$ cat src/lq_pkg.sv
`default_nettype none

package lq_pkg;

    localparam int LQ_SIZE = 8;
    localparam int LQ_IDX_W = 3;
    localparam int OFFSET_W = 3; // Byte offset within a word.

    typedef logic [LQ_IDX_W-1:0] lq_idx_t;
    typedef logic [5:0]          rob_idx_t;
    typedef logic [5:0]          preg_t;
    typedef logic [31:0]         paddr_t;
    typedef logic [63:0]         word_t;
    typedef logic [7:0]          byte_mask_t;

    typedef enum logic [1:0] {
        LD_B = 2'd0,
        LD_H = 2'd1,
        LD_W = 2'd2,
        LD_D = 2'd3
    } ld_size_t;

    // Wrap bit plus index gives program order age.
    typedef struct packed {
        logic    dir;
        lq_idx_t idx;
    } lq_ptr_t;

    // ********************
    // Port payloads
    // ********************

    typedef struct packed {
        rob_idx_t rob_idx;
        preg_t    rd;
    } lq_alloc_t;

    typedef struct packed {
        lq_ptr_t    ptr;
        paddr_t     paddr;
        ld_size_t   size;
        logic       uext;
        byte_mask_t mask;     // Bytes read by the load.
        logic       miss;
        byte_mask_t fwd_mask; // Bytes supplied by store forwarding.
        word_t      fwd_data;
    } lq_issue_t;

    typedef struct packed {
        lq_idx_t idx;
        word_t   data;
    } lq_refill_t;

    typedef struct packed {
        rob_idx_t rob_idx;
        preg_t    rd;
        word_t    data;
    } lq_wb_t;

    typedef struct packed {
        lq_ptr_t    ptr;  // First load younger than the store.
        paddr_t     paddr;
        byte_mask_t mask;
    } st_check_t;

    typedef struct packed {
        lq_ptr_t  ptr;
        rob_idx_t rob_idx;
    } lq_violation_t;

    // Lowest set bit wins.
    function automatic lq_idx_t prio_lowest(input logic [LQ_SIZE-1:0] vec);
        lq_idx_t idx;
        idx = '0;
        for (int i = LQ_SIZE - 1; i >= 0; i--) begin
            if (vec[i]) begin
                idx = lq_idx_t'(i);
            end
        end
        return idx;
    endfunction

endpackage

`default_nettype wire
$ cat src/load_queue.sv
`timescale 1ns/1ps
`default_nettype none

module load_queue import lq_pkg::*; (
    input  wire logic       clk,
    input  wire logic       rst,
    input  wire logic       alloc_valid,
    input  wire lq_alloc_t  alloc,
    output logic            alloc_ready,
    output lq_ptr_t         alloc_ptr,
    input  wire logic       issue_valid,
    input  wire lq_issue_t  issue,
    input  wire logic       refill_valid,
    input  wire lq_refill_t refill,
    input  wire logic       commit_valid,
    output logic            wb_valid,
    output lq_wb_t          wb,
    input  wire logic       wb_ready,
    input  wire logic       st_valid,
    input  wire st_check_t  st,
    output logic            viol_valid,
    output lq_violation_t   viol
);

    logic               alloc_fire;
    lq_ptr_t            head;
    lq_ptr_t            tail;
    logic [LQ_SIZE-1:0] waiting;
    logic [LQ_SIZE-1:0] addr_valid;
    logic [LQ_SIZE-1:0] valid;
    lq_wb_t             wb_entry;
    lq_idx_t            wb_idx;
    logic               wb_fire;
    paddr_t             entry_paddr [LQ_SIZE];
    byte_mask_t         entry_mask [LQ_SIZE];
    rob_idx_t           entry_rob [LQ_SIZE];

    assign alloc_fire = alloc_valid & alloc_ready;

    lq_ptr_ctrl lq_ptr_ctrl_i (
        .clk          (clk),
        .rst          (rst),
        .alloc_valid  (alloc_valid),
        .alloc_ready  (alloc_ready),
        .alloc_ptr    (alloc_ptr),
        .commit_valid (commit_valid),
        .head         (head),
        .tail         (tail)
    );

    lq_entry_table lq_entry_table_i (
        .clk          (clk),
        .rst          (rst),
        .alloc_fire   (alloc_fire),
        .alloc_ptr    (alloc_ptr),
        .alloc        (alloc),
        .issue_valid  (issue_valid),
        .issue        (issue),
        .refill_valid (refill_valid),
        .refill       (refill),
        .commit_valid (commit_valid),
        .head         (head),
        .wb_idx       (wb_idx),
        .wb_fire      (wb_fire),
        .waiting      (waiting),
        .addr_valid   (addr_valid),
        .valid        (valid),
        .wb_entry     (wb_entry),
        .entry_paddr  (entry_paddr),
        .entry_mask   (entry_mask),
        .entry_rob    (entry_rob)
    );

    lq_wb_select lq_wb_select_i (
        .clk      (clk),
        .rst      (rst),
        .waiting  (waiting),
        .wb_entry (wb_entry),
        .wb_idx   (wb_idx),
        .wb_fire  (wb_fire),
        .wb_valid (wb_valid),
        .wb       (wb),
        .wb_ready (wb_ready)
    );

    lq_violation_check lq_violation_check_i (
        .clk         (clk),
        .rst         (rst),
        .st_valid    (st_valid),
        .st          (st),
        .valid       (valid),
        .addr_valid  (addr_valid),
        .tail        (tail),
        .entry_paddr (entry_paddr),
        .entry_mask  (entry_mask),
        .entry_rob   (entry_rob),
        .viol_valid  (viol_valid),
        .viol        (viol)
    );

endmodule

`default_nettype wire

$ cat src/lq_violation_check.sv
`timescale 1ns/1ps
`default_nettype none

module lq_violation_check import lq_pkg::*; (
    input  wire logic      clk,
    input  wire logic      rst,
    input  wire logic      st_valid,
    input  wire st_check_t st,
    input  wire logic [LQ_SIZE-1:0] valid,
    input  wire logic [LQ_SIZE-1:0] addr_valid,
    input  wire lq_ptr_t   tail,
    input  wire paddr_t    entry_paddr [LQ_SIZE],
    input  wire byte_mask_t entry_mask [LQ_SIZE],
    input  wire rob_idx_t  entry_rob [LQ_SIZE],
    output logic          viol_valid,
    output lq_violation_t viol
);

    logic               wrapped;
    logic [LQ_SIZE-1:0] age_mask;
    logic [LQ_SIZE-1:0] hit;
    logic [LQ_SIZE-1:0] hit_hi;
    logic [LQ_SIZE-1:0] hit_lo;
    lq_idx_t            sel_idx;
    lq_ptr_t            sel_ptr;

    // Store and tail on different laps.
    assign wrapped = st.ptr.dir != tail.dir;

    always_comb begin
        for (int i = 0; i < LQ_SIZE; i++) begin
            if (wrapped) begin
                age_mask[i] = (i >= st.ptr.idx) || (i < tail.idx);
            end else begin
                age_mask[i] = (i >= st.ptr.idx) && (i < tail.idx);
            end
            hit[i] = st_valid & valid[i] & addr_valid[i] & age_mask[i]
                     & (entry_paddr[i][$bits(paddr_t)-1:OFFSET_W]
                        == st.paddr[$bits(paddr_t)-1:OFFSET_W])
                     & (|(entry_mask[i] & st.mask));
            hit_hi[i] = hit[i] & (i >= st.ptr.idx);
        end
        hit_lo = hit & ~hit_hi; // Younger loads below the store index.
    end

    // ********************
    // Oldest match
    // ********************

    always_comb begin
        if (|hit_hi) begin
            sel_idx     = prio_lowest(hit_hi);
            sel_ptr.dir = st.ptr.dir;
        end else begin
            sel_idx     = prio_lowest(hit_lo);
            sel_ptr.dir = ~st.ptr.dir;
        end
        sel_ptr.idx = sel_idx;
    end

    always_ff @(posedge clk or posedge rst) begin
        if (rst) begin
            viol_valid <= 1'b0;
        end else begin
            viol_valid <= |hit; // One-cycle pulse.
        end
    end

    always_ff @(posedge clk) begin
        viol.ptr     <= sel_ptr;
        viol.rob_idx <= entry_rob[sel_idx];
    end

endmodule

`default_nettype wire

$ cat src/lq_wb_select.sv
`timescale 1ns/1ps
`default_nettype none

module lq_wb_select import lq_pkg::*; (
    input  wire logic clk,
    input  wire logic rst,
    input  wire logic [LQ_SIZE-1:0] waiting,
    input  wire lq_wb_t wb_entry,
    output lq_idx_t   wb_idx,
    output logic      wb_fire,
    output logic      wb_valid,
    output lq_wb_t    wb,
    input  wire logic wb_ready
);

    typedef enum logic {
        WB_IDLE,
        WB_HOLD
    } wb_state_t;

    wb_state_t state;
    lq_idx_t   idx_q;

    always_ff @(posedge clk or posedge rst) begin
        if (rst) begin
            state <= WB_IDLE;
            idx_q <= '0;
        end else begin
            case (state)
                WB_IDLE: begin
                    if (|waiting) begin
                        idx_q <= prio_lowest(waiting); // Lowest index first.
                        state <= WB_HOLD;
                    end
                end
                WB_HOLD: begin
                    if (wb_ready) begin
                        state <= WB_IDLE;
                    end
                end
                default: state <= WB_IDLE;
            endcase
        end
    end

    // Payload holds while the index is latched.
    assign wb_idx   = idx_q;
    assign wb_valid = (state == WB_HOLD);
    assign wb_fire  = wb_valid & wb_ready;
    assign wb       = wb_entry;

endmodule

`default_nettype wire

$ cat src/lq_entry_table.sv
`timescale 1ns/1ps
`default_nettype none

module lq_entry_table import lq_pkg::*; (
    input  wire logic       clk,
    input  wire logic       rst,
    input  wire logic       alloc_fire,
    input  wire lq_ptr_t    alloc_ptr,
    input  wire lq_alloc_t  alloc,
    input  wire logic       issue_valid,
    input  wire lq_issue_t  issue,
    input  wire logic       refill_valid,
    input  wire lq_refill_t refill,
    input  wire logic       commit_valid,
    input  wire lq_ptr_t    head,
    input  wire lq_idx_t    wb_idx,
    input  wire logic       wb_fire,
    output logic [LQ_SIZE-1:0] waiting,
    output logic [LQ_SIZE-1:0] addr_valid,
    output logic [LQ_SIZE-1:0] valid,
    output lq_wb_t          wb_entry,
    output paddr_t          entry_paddr [LQ_SIZE],
    output byte_mask_t      entry_mask [LQ_SIZE],
    output rob_idx_t        entry_rob [LQ_SIZE]
);

    logic [LQ_SIZE-1:0] miss;
    logic [LQ_SIZE-1:0] data_valid;
    logic [LQ_SIZE-1:0] written_back;

    preg_t              rd_q [LQ_SIZE];
    ld_size_t           size_q [LQ_SIZE];
    logic [LQ_SIZE-1:0] uext_q;
    byte_mask_t         fwd_mask_q [LQ_SIZE];
    word_t              fwd_data_q [LQ_SIZE];
    word_t              data_q [LQ_SIZE];

    word_t merged;
    word_t shifted;
    word_t ext_data;

    // ********************
    // Refill merge and align
    // ********************

    always_comb begin
        for (int b = 0; b < 8; b++) begin
            merged[b*8 +: 8] = fwd_mask_q[refill.idx][b] ? fwd_data_q[refill.idx][b*8 +: 8]
                                                         : refill.data[b*8 +: 8];
        end
        shifted = merged >> {entry_paddr[refill.idx][OFFSET_W-1:0], 3'b000};
        case (size_q[refill.idx])
            LD_B:    ext_data = {{56{~uext_q[refill.idx] & shifted[7]}}, shifted[7:0]};
            LD_H:    ext_data = {{48{~uext_q[refill.idx] & shifted[15]}}, shifted[15:0]};
            LD_W:    ext_data = {{32{~uext_q[refill.idx] & shifted[31]}}, shifted[31:0]};
            default: ext_data = shifted;
        endcase
    end

    // ********************
    // Status bits
    // ********************

    always_ff @(posedge clk or posedge rst) begin
        if (rst) begin
            valid        <= '0;
            miss         <= '0;
            addr_valid   <= '0;
            data_valid   <= '0;
            written_back <= '0;
        end else begin
            if (alloc_fire) begin
                valid[alloc_ptr.idx]        <= 1'b1;
                miss[alloc_ptr.idx]         <= 1'b0;
                addr_valid[alloc_ptr.idx]   <= 1'b0;
                data_valid[alloc_ptr.idx]   <= 1'b0;
                written_back[alloc_ptr.idx] <= 1'b0;
            end
            if (issue_valid) begin
                addr_valid[issue.ptr.idx]   <= 1'b1;
                miss[issue.ptr.idx]         <= issue.miss;
                data_valid[issue.ptr.idx]   <= ~issue.miss;
                written_back[issue.ptr.idx] <= ~issue.miss; // Hits leave via the pipeline.
            end
            if (refill_valid) begin
                data_valid[refill.idx] <= 1'b1;
            end
            if (wb_fire) begin
                written_back[wb_idx] <= 1'b1;
            end
            if (commit_valid) begin
                valid[head.idx] <= 1'b0;
            end
        end
    end

    always_ff @(posedge clk) begin
        if (alloc_fire) begin
            entry_rob[alloc_ptr.idx] <= alloc.rob_idx;
            rd_q[alloc_ptr.idx]      <= alloc.rd;
        end
        if (issue_valid) begin
            entry_paddr[issue.ptr.idx] <= issue.paddr;
            entry_mask[issue.ptr.idx]  <= issue.mask;
            size_q[issue.ptr.idx]      <= issue.size;
            uext_q[issue.ptr.idx]      <= issue.uext;
            fwd_mask_q[issue.ptr.idx]  <= issue.fwd_mask;
            fwd_data_q[issue.ptr.idx]  <= issue.fwd_data;
        end
        if (refill_valid) begin
            data_q[refill.idx] <= ext_data;
        end
    end

    assign waiting = valid & miss & data_valid & ~written_back;

    assign wb_entry.rob_idx = entry_rob[wb_idx];
    assign wb_entry.rd      = rd_q[wb_idx];
    assign wb_entry.data    = data_q[wb_idx];

endmodule

`default_nettype wire

$ cat src/lq_ptr_ctrl.sv
`timescale 1ns/1ps
`default_nettype none

module lq_ptr_ctrl import lq_pkg::*; (
    input  wire logic clk,
    input  wire logic rst,
    input  wire logic alloc_valid,
    output logic      alloc_ready,
    output lq_ptr_t   alloc_ptr,
    input  wire logic commit_valid,
    output lq_ptr_t   head,
    output lq_ptr_t   tail
);

    logic    full;
    lq_ptr_t head_next;
    lq_ptr_t tail_next;

    // Same slot on the other lap.
    assign full = (head.idx == tail.idx) && (head.dir != tail.dir);

    assign alloc_ready = ~full;
    assign alloc_ptr   = tail;

    // Carry out of idx flips dir.
    assign head_next = lq_ptr_t'(head + 4'd1);
    assign tail_next = lq_ptr_t'(tail + 4'd1);

    always_ff @(posedge clk or posedge rst) begin
        if (rst) begin
            head <= '0;
            tail <= '0;
        end else begin
            if (alloc_valid && alloc_ready) begin
                tail <= tail_next;
            end
            if (commit_valid) begin
                head <= head_next; // Commit frees oldest.
            end
        end
    end

endmodule

`default_nettype wire

$ cat config.mk
export PLATFORM = sky130hd
export DESIGN_NAME = load_queue
export DESIGN_NICKNAME = d
export VERILOG_FILES = /design/src/lq_pkg.sv /design/src/load_queue.sv /design/src/lq_violation_check.sv /design/src/lq_wb_select.sv /design/src/lq_entry_table.sv /design/src/lq_ptr_ctrl.sv
export SDC_FILE = /design/constraint.sdc
export NUM_CORES = 2
export LEC_CHECK = 0
export ABC_AREA = 1
export BUFFER_PORTS_ARGS = -buffer_cell sky130_fd_sc_hd__buf_2
export CAP_MARGIN = 15
export CORE_UTILIZATION = 40
export CTS_CLUSTER_SIZE = 28
export DETAILED_ROUTE_END_ITERATION = 8
export MAX_ROUTING_LAYER = met4
export PLACE_DENSITY_LB_ADDON = 0.08
export SYNTH_ARGS = -nofsm -noshare
export SYNTH_HDL_FRONTEND = slang
export SYNTH_SLANG_ARGS = --single-unit
export TNS_END_PERCENT = 5
$ cat constraint.sdc
create_clock -name clk -period 2.99 [get_ports clk]
set_input_delay 0.299 -clock clk [delete_from_list [all_inputs] [get_ports clk]]
set_output_delay 0.299 -clock clk [all_outputs]
set_load 0.01 [all_outputs]
* After elaboration in Yosys (flattened, before gate mapping)
Memories as Yosys holds them, arrays and structs flattened.
Index checks and enable logic that the tools add are counted.
** Storage, ports and cells
- Memories kept :: 5
- ROM bits :: 0
- Latch bits :: 0
- Logic and storage cells :: 313
- Bits of input ports :: 251
- Register bits :: 439
- Memory bits (writable) :: 1152
** Cells by class
- Equal/unequal tests :: 13
- Shift-type cells :: 1
- Magnitude comparators :: 31
- Add/subtract/negate cells :: 2
- Multiplexer cells :: 98
- Reductions and logical operators :: 36
- Bitwise logic cells :: 87
- Divide/modulo/power cells :: 0
- $mul :: 0
** Memories
- lq_entry_table_i.data_q :: words 8, width 64, read ports 1, clocked after Yosys merged registers in 0, wr ports 1, line lq_entry_table.sv:36 : word_t data_q [LQ_SIZE];
- lq_entry_table_i.fwd_data_q :: words 8, width 64, read ports 1, clocked after Yosys merged registers in 0, wr ports 1, line lq_entry_table.sv:35 : word_t fwd_data_q [LQ_SIZE];
- lq_entry_table_i.fwd_mask_q :: words 8, width 8, read ports 1, clocked after Yosys merged registers in 0, wr ports 1, line lq_entry_table.sv:34 : byte_mask_t fwd_mask_q [LQ_SIZE];
- lq_entry_table_i.rd_q :: words 8, width 6, read ports 1, clocked after Yosys merged registers in 0, wr ports 1, line lq_entry_table.sv:31 : preg_t rd_q [LQ_SIZE];
- lq_entry_table_i.size_q :: words 8, width 2, read ports 1, clocked after Yosys merged registers in 0, wr ports 1, line lq_entry_table.sv:32 : ld_size_t size_q [LQ_SIZE];
** Operators by type and width (count)
- 256-bit bitwise mux :: 1
- 29-bit equality test :: 8
- 64-bit one-hot mux with 3 select lines :: 1
- 8-bit two-way mux :: 21
- 8-bit AND :: 17
- 32-bit binary-select mux with 3-bit select :: 1
- 32-bit demux with 3-bit select :: 1
- 8-bit OR reduction :: 11
- 3-bit two-way mux :: 27
- 64-bit bitwise mux :: 1
- 64-bit by 6-bit >> shifter with 64-bit output :: 1
- 1-bit AND :: 52
- 48-bit bitwise mux :: 1
- 6-bit binary-select mux with 3-bit select :: 2
- 8-bit bitwise mux :: 4
- 32-bit two-way mux :: 1
- 8-bit inverter :: 4
- 8-bit bitwise OR :: 4
- 6-bit two-way mux :: 5
- 8-bit demux with 3-bit select :: 1
- 1-bit two-way mux :: 23
- 4-bit >= comparator, second input constant :: 5
- 3-bit by 4-bit < comparator with 1-bit output, second input constant :: 5
- 3-bit inverter with 4-bit output :: 5
- other kinds (22) :: 66

* Longest topological paths before layout
- Depth in word-level cells :: 22
- Depth in mapped cells :: 24
- Gate-level depth less buffers :: 23

* Modules after synthesis
From an unflattened synthesis, not the netlist that was laid out.
** Unflattened totals
- Cell total of the unflattened synthesis :: 6203
- Area total of the unflattened synthesis :: 69913.3 sq um
** Modules (own cells, without submodules)
- lq_entry_table :: cells an instance 4610, sequential area each 46885.0 sq um, instances 1, area an instance 61198.7 sq um
- lq_violation_check :: cells an instance 1411, sequential area each 225.2 sq um, instances 1, area an instance 7393.3 sq um
- lq_wb_select :: cells an instance 118, sequential area each 100.1 sq um, instances 1, area an instance 828.3 sq um
- lq_ptr_ctrl :: cells an instance 62, sequential area each 200.2 sq um, instances 1, area an instance 485.5 sq um
- load_queue :: cells an instance 2, sequential area each 0.0 sq um, instances 1, area an instance 7.5 sq um

* Worst setup path after synthesis
No wires, ideal clock.
- Kind :: input port to flip-flop
- Start point :: input port refill[64] in the netlist's numbering
- End point :: memory lq_entry_table_i.data_q[4][0] in the netlist's numbering, enable pin
- Buffers on the path :: 8
- Setup time :: 0.489 ns
- Data arrival time :: 4.407 ns
- Setup slack :: -1.906 ns
- Cell stages on the path :: 11
- Data required time :: 2.501 ns
- Cells stage by stage :: buf_4 > inv_4 > buf_4 > buf_6 > buf_4 > buf_6 > buf_2 > buf_4 > buf_2 > nand2_1 > nor2_1
** RTL lines
- start: declaration :: line load_queue.sv:14 : input wire lq_refill_t refill,
- end: declaration :: line lq_entry_table.sv:36
Straight into the memory's write port.

==> impl_metrics.csv <==
group,metric,value,unit
floorplan,initial_utilization,0.4025,
setup_path,reg2reg_to,"lq_entry_table_i.data_q[6][34]",
power,switching_share,0.2877,
run,drv_cap,0,
setup_path,cp-end-kind,"primary output",
setup_path,crit_required,2.69,ns
timing,fin_hold_ws,0.1040,ns
synth,yosysSeqAreaShare,0.7051,
setup_path,startpoint_type,"flop",
timing,finalSetupTns,-1.515,ns
outcome,violations,"setup timing",
setup_path,critPathMaxFanout,6,
power,clock_power_share,0.350,
timing,period_needed,3.132,ns
route,via_per_inst,5.322,
global_routing,grt_max_degree,66,
cts,cts_buffer_depth,3,
synth,synth_top_area_frac,0.6824,
synth,synth_edf_count,1528,
placement,portBuffers,339,
power,cellInternalPower,42.99,mW
setup_path,ff2ff_path_depth,9,
cells_and_area,area_delta_synth_final,26.63,%
synth,async_flop_share,0.03331,
worst_hold_path,min_path_type,"in -> async",
timing,finalClockSkew,0.03692,ns
cts,clkTransAtPathRegs,0.06,ns
timing,post-route-period-util,1.048,
timing,rsz0062_at_grt,"yes",
power,power.density,708.9,nW/um2
global_routing,antenna_found_initial,44,
floorplan,coreArea,167000,um2
route,drc_errors,0,
route,drt_wl_total,237200,um
route,antenna_left,0,
placement,dp_hpwl,161600,um
global_routing,track_usage,0.2838,
cts,cts-root-buf,"clkbuf_16",
cts,cts_buffers,174,
floorplan,die-area,169700,um2
global_routing,grt_first_pass_wirelength,334100,um
timing,drv_slew,0,
synth,ys.warnings.count,0,
cells_and_area,drive_gt1_frac,0.2089,
setup_path,cp.arrival,2.83,ns
floorplan,die_w,412.0,um
cts,clock_latency,0.81,ns
synth,synthCells,5725,
power,power_leakage,32.45,nW
setup_path,crit_end,"wb[13]",
placement,pre_cts_ws,-0.4545,ns
floorplan,die_y,412.0,um
power,p_seq_frac,0.441,
timing,max_freq,319.3,MHz
cells_and_area,finalNetCount,7101,
timing,fin_ws,-0.1421,ns
global_routing,grt_pass1_vias,46375,
synth,avgSynthCellArea,11.74,um2
timing,maxSlewHeadroom,0.4554,
synth,ys_ff_latch,1591,
power,pwr-share-comb,0.209,
synth,synth_fp_nets,5979,
setup_path,reg2reg_slack,-0.07,ns
outcome,status,"finished with violations",
timing,worst_slew_pin_slew,0.8159,ns
synth,synth_area_leaders,"edfxtp_1 68%, nand2_1 6.6%, nor2_1 4.6%",
global_routing,overflow,0,
timing,hold_viol,0,
timing,setup_viol,31,
floorplan,rows,150,
power,max-vdd-ir-drop,0.6288,mV
setup_path,path_class,"reg -> out",
power,finalPower,60.36,mW
synth,synth_area,67240,um2
setup_path,timing.critical_path.from,"lq_wb_select_i.wb_idx[0]",
cts,cts_tree,"built",
synth,yosys.area.top_type,"edfxtp_1",
synth,synth_flop_cell,"edfxtp_1",
synth,ys_types,64,
cells_and_area,post-route-util,0.5097,
cts,htreeDepth,4,
route,drt_pass1_iterations,6,
setup_path,r2r_start,"lq_entry_table_i.fwd_mask_q[0][7]",
floorplan,design.portCount,344,
route,vias,49048,
route,wl_per_cell,25.74,um
route,dr.first_iter.drc_count,4958,
cts,cts_sinks,1591,
power,power.switching,17.37,mW
placement,routabilityCongestion,0.9977,
-- power by group through the flow --
stage / Sequential (mW) / Clock, mW / Combinational, mW
2_1_floorplan: 26.9 / 0 / 5.24
3_3_place_gp: 27.0 / 0 / 11.1
3_5_place_dp: 27.0 / 0 / 11.2
4_1_cts: 26.6 / 21.5 / 12.1
5_1_grt: 26.7 / 22.3 / 13.5
6_report: 26.6 / 21.1 / 12.6
-- kinds of logic after synthesis --
family          Yosys count  share of synthesized area
compound gates          921                    0.08519
flops                  1591                     0.7051
xor+xnor                157                    0.02045
simple gates           2428                     0.1484
fa+ha+maj                 5                  0.0008561
buf+inv                 612                    0.03822
mux                      11                   0.001768
-- flip-flops by register name, summed over array words and instances (netlist names), 10 cells and up --
name,cells
lq_entry_table_i.rd_q,48
lq_entry_table_i.size_q,16
lq_entry_table_i.entry_rob,48
lq_violation_check_i.viol,10
lq_entry_table_i.entry_mask,64
lq_entry_table_i.fwd_mask_q,64
lq_entry_table_i.data_q,512
lq_entry_table_i.fwd_data_q,512
lq_entry_table_i.entry_paddr,256
-- critical path, cell delays in order, from the launching register on --
cell and delay (ns):
dfrtp_2 0.43, buf_6 0.13, buf_6 0.10, nor3_4 0.04
buf_6 0.13, buf_12 0.14, a22oi_2 0.17, nand2_1 0.08
a221oi_2 0.17, nand4_1 0.34, buf_2 0.27
-- timing repair --
item                        CTS  global route
pin swaps                    20            21
gates cloned                 10             4
setup endpoints to repair   354           543
hold endpoints to repair   1096             0
buffers inserted             23            27
hold buffers                135             0
gates resized for setup      78            56
-- worst min-delay path by stage --
stage | start | end | slack [ns] | depth (start not counted)
after detailed placement | rst | lq_entry_table_i.miss[6] | 0.38 | 2
final | rst | lq_entry_table_i.written_back[6] | 0.10 | 3
after CTS | issue[118] | lq_entry_table_i.addr_valid[0] | 0.04 | 6
after floorplan | commit_valid | lq_ptr_ctrl_i.head[0] | 0.39 | 1
after global routing | refill_valid | lq_entry_table_i.data_q[6][12] | 0.09 | 3
after global placement | rst | lq_entry_table_i.miss[6] | 0.39 | 2
-- metal layers --
| layer | wire length, um | vias up | track usage |
|---|---|---|---|
| met5 | 0 | - | - |
| met4 | 5678 | 0 | 0.07292 |
| met3 | 15940 | 300 | 0.04329 |
| met2 | 108400 | 1750 | 0.4260 |
| met1 | 107200 | 24337 | 0.4030 |
| li1 | - | 22661 | - |
-- through the flow --
stage          std cells  area, um2
5_1_grt             9213      85130
3_3_place_gp        8676      76870
3_5_place_dp        8676      76870
6_report            9216      85140
2_1_floorplan       5725      67310
4_1_cts             9157      84550
-- layout by cell type, fill, tap and decap left out, drive strengths merged, types with 5 or more instances in the layout --
cell and instances:
a21oi 18, nor2 839, nor3 33, a311o 7
o311ai 5, dlygate4sd3 135, xnor2 76, nor3b 5
inv 355, bufinv 15, edfxtp 1528, or2 14
dfrtp 53, o21ai 496, a221oi 66, nand3 205
nor2b 7, o211ai 52, xor2 81, clkinvlp 14
clkinv 69, o2111ai 34, o221ai 8, o22ai 99
clkbuf 215, a22oi 92, mux2 7, nand4 110
nand2 1193, a22o 31, dfxtp 10, diode 28
nand3b 11, buf 1065
-- cell usage after synthesis (10+ instances only) --
master,n
edfxtp_1,1528
nand2_1,1183
nor2_1,831
o21ai_0,389
inv_1,338
nand3_1,199
clkbuf_1,125
nand4_1,105
o21ai_1,104
o22ai_1,99
a22oi_1,92
buf_2,90
xor2_1,81
xnor2_1,76
a221oi_1,66
dfrtp_1,53
o211ai_1,51
o2111ai_1,34
nor3_1,33
a22o_1,31
a21oi_1,18
buf_4,18
buf_1,16
buf_6,12
inv_2,12
nand3b_1,11
dfxtp_1,10
nand2_2,10
-- layout make-up --
class                           count  area [um2]
Antenna cell                       28       70.07
Clock buffer                      211        4578
Clock inverter                    102       980.9
Fill cell                       14827       81890
Inverter                          351        1390
Multi-Input combinational cell   3522       17640
Sequential cell                  1591       47420
Tap cell                         2204        2758
Timing Repair Buffer             1207       10310
No activity file was read; power rests on OpenSTA's default activity.
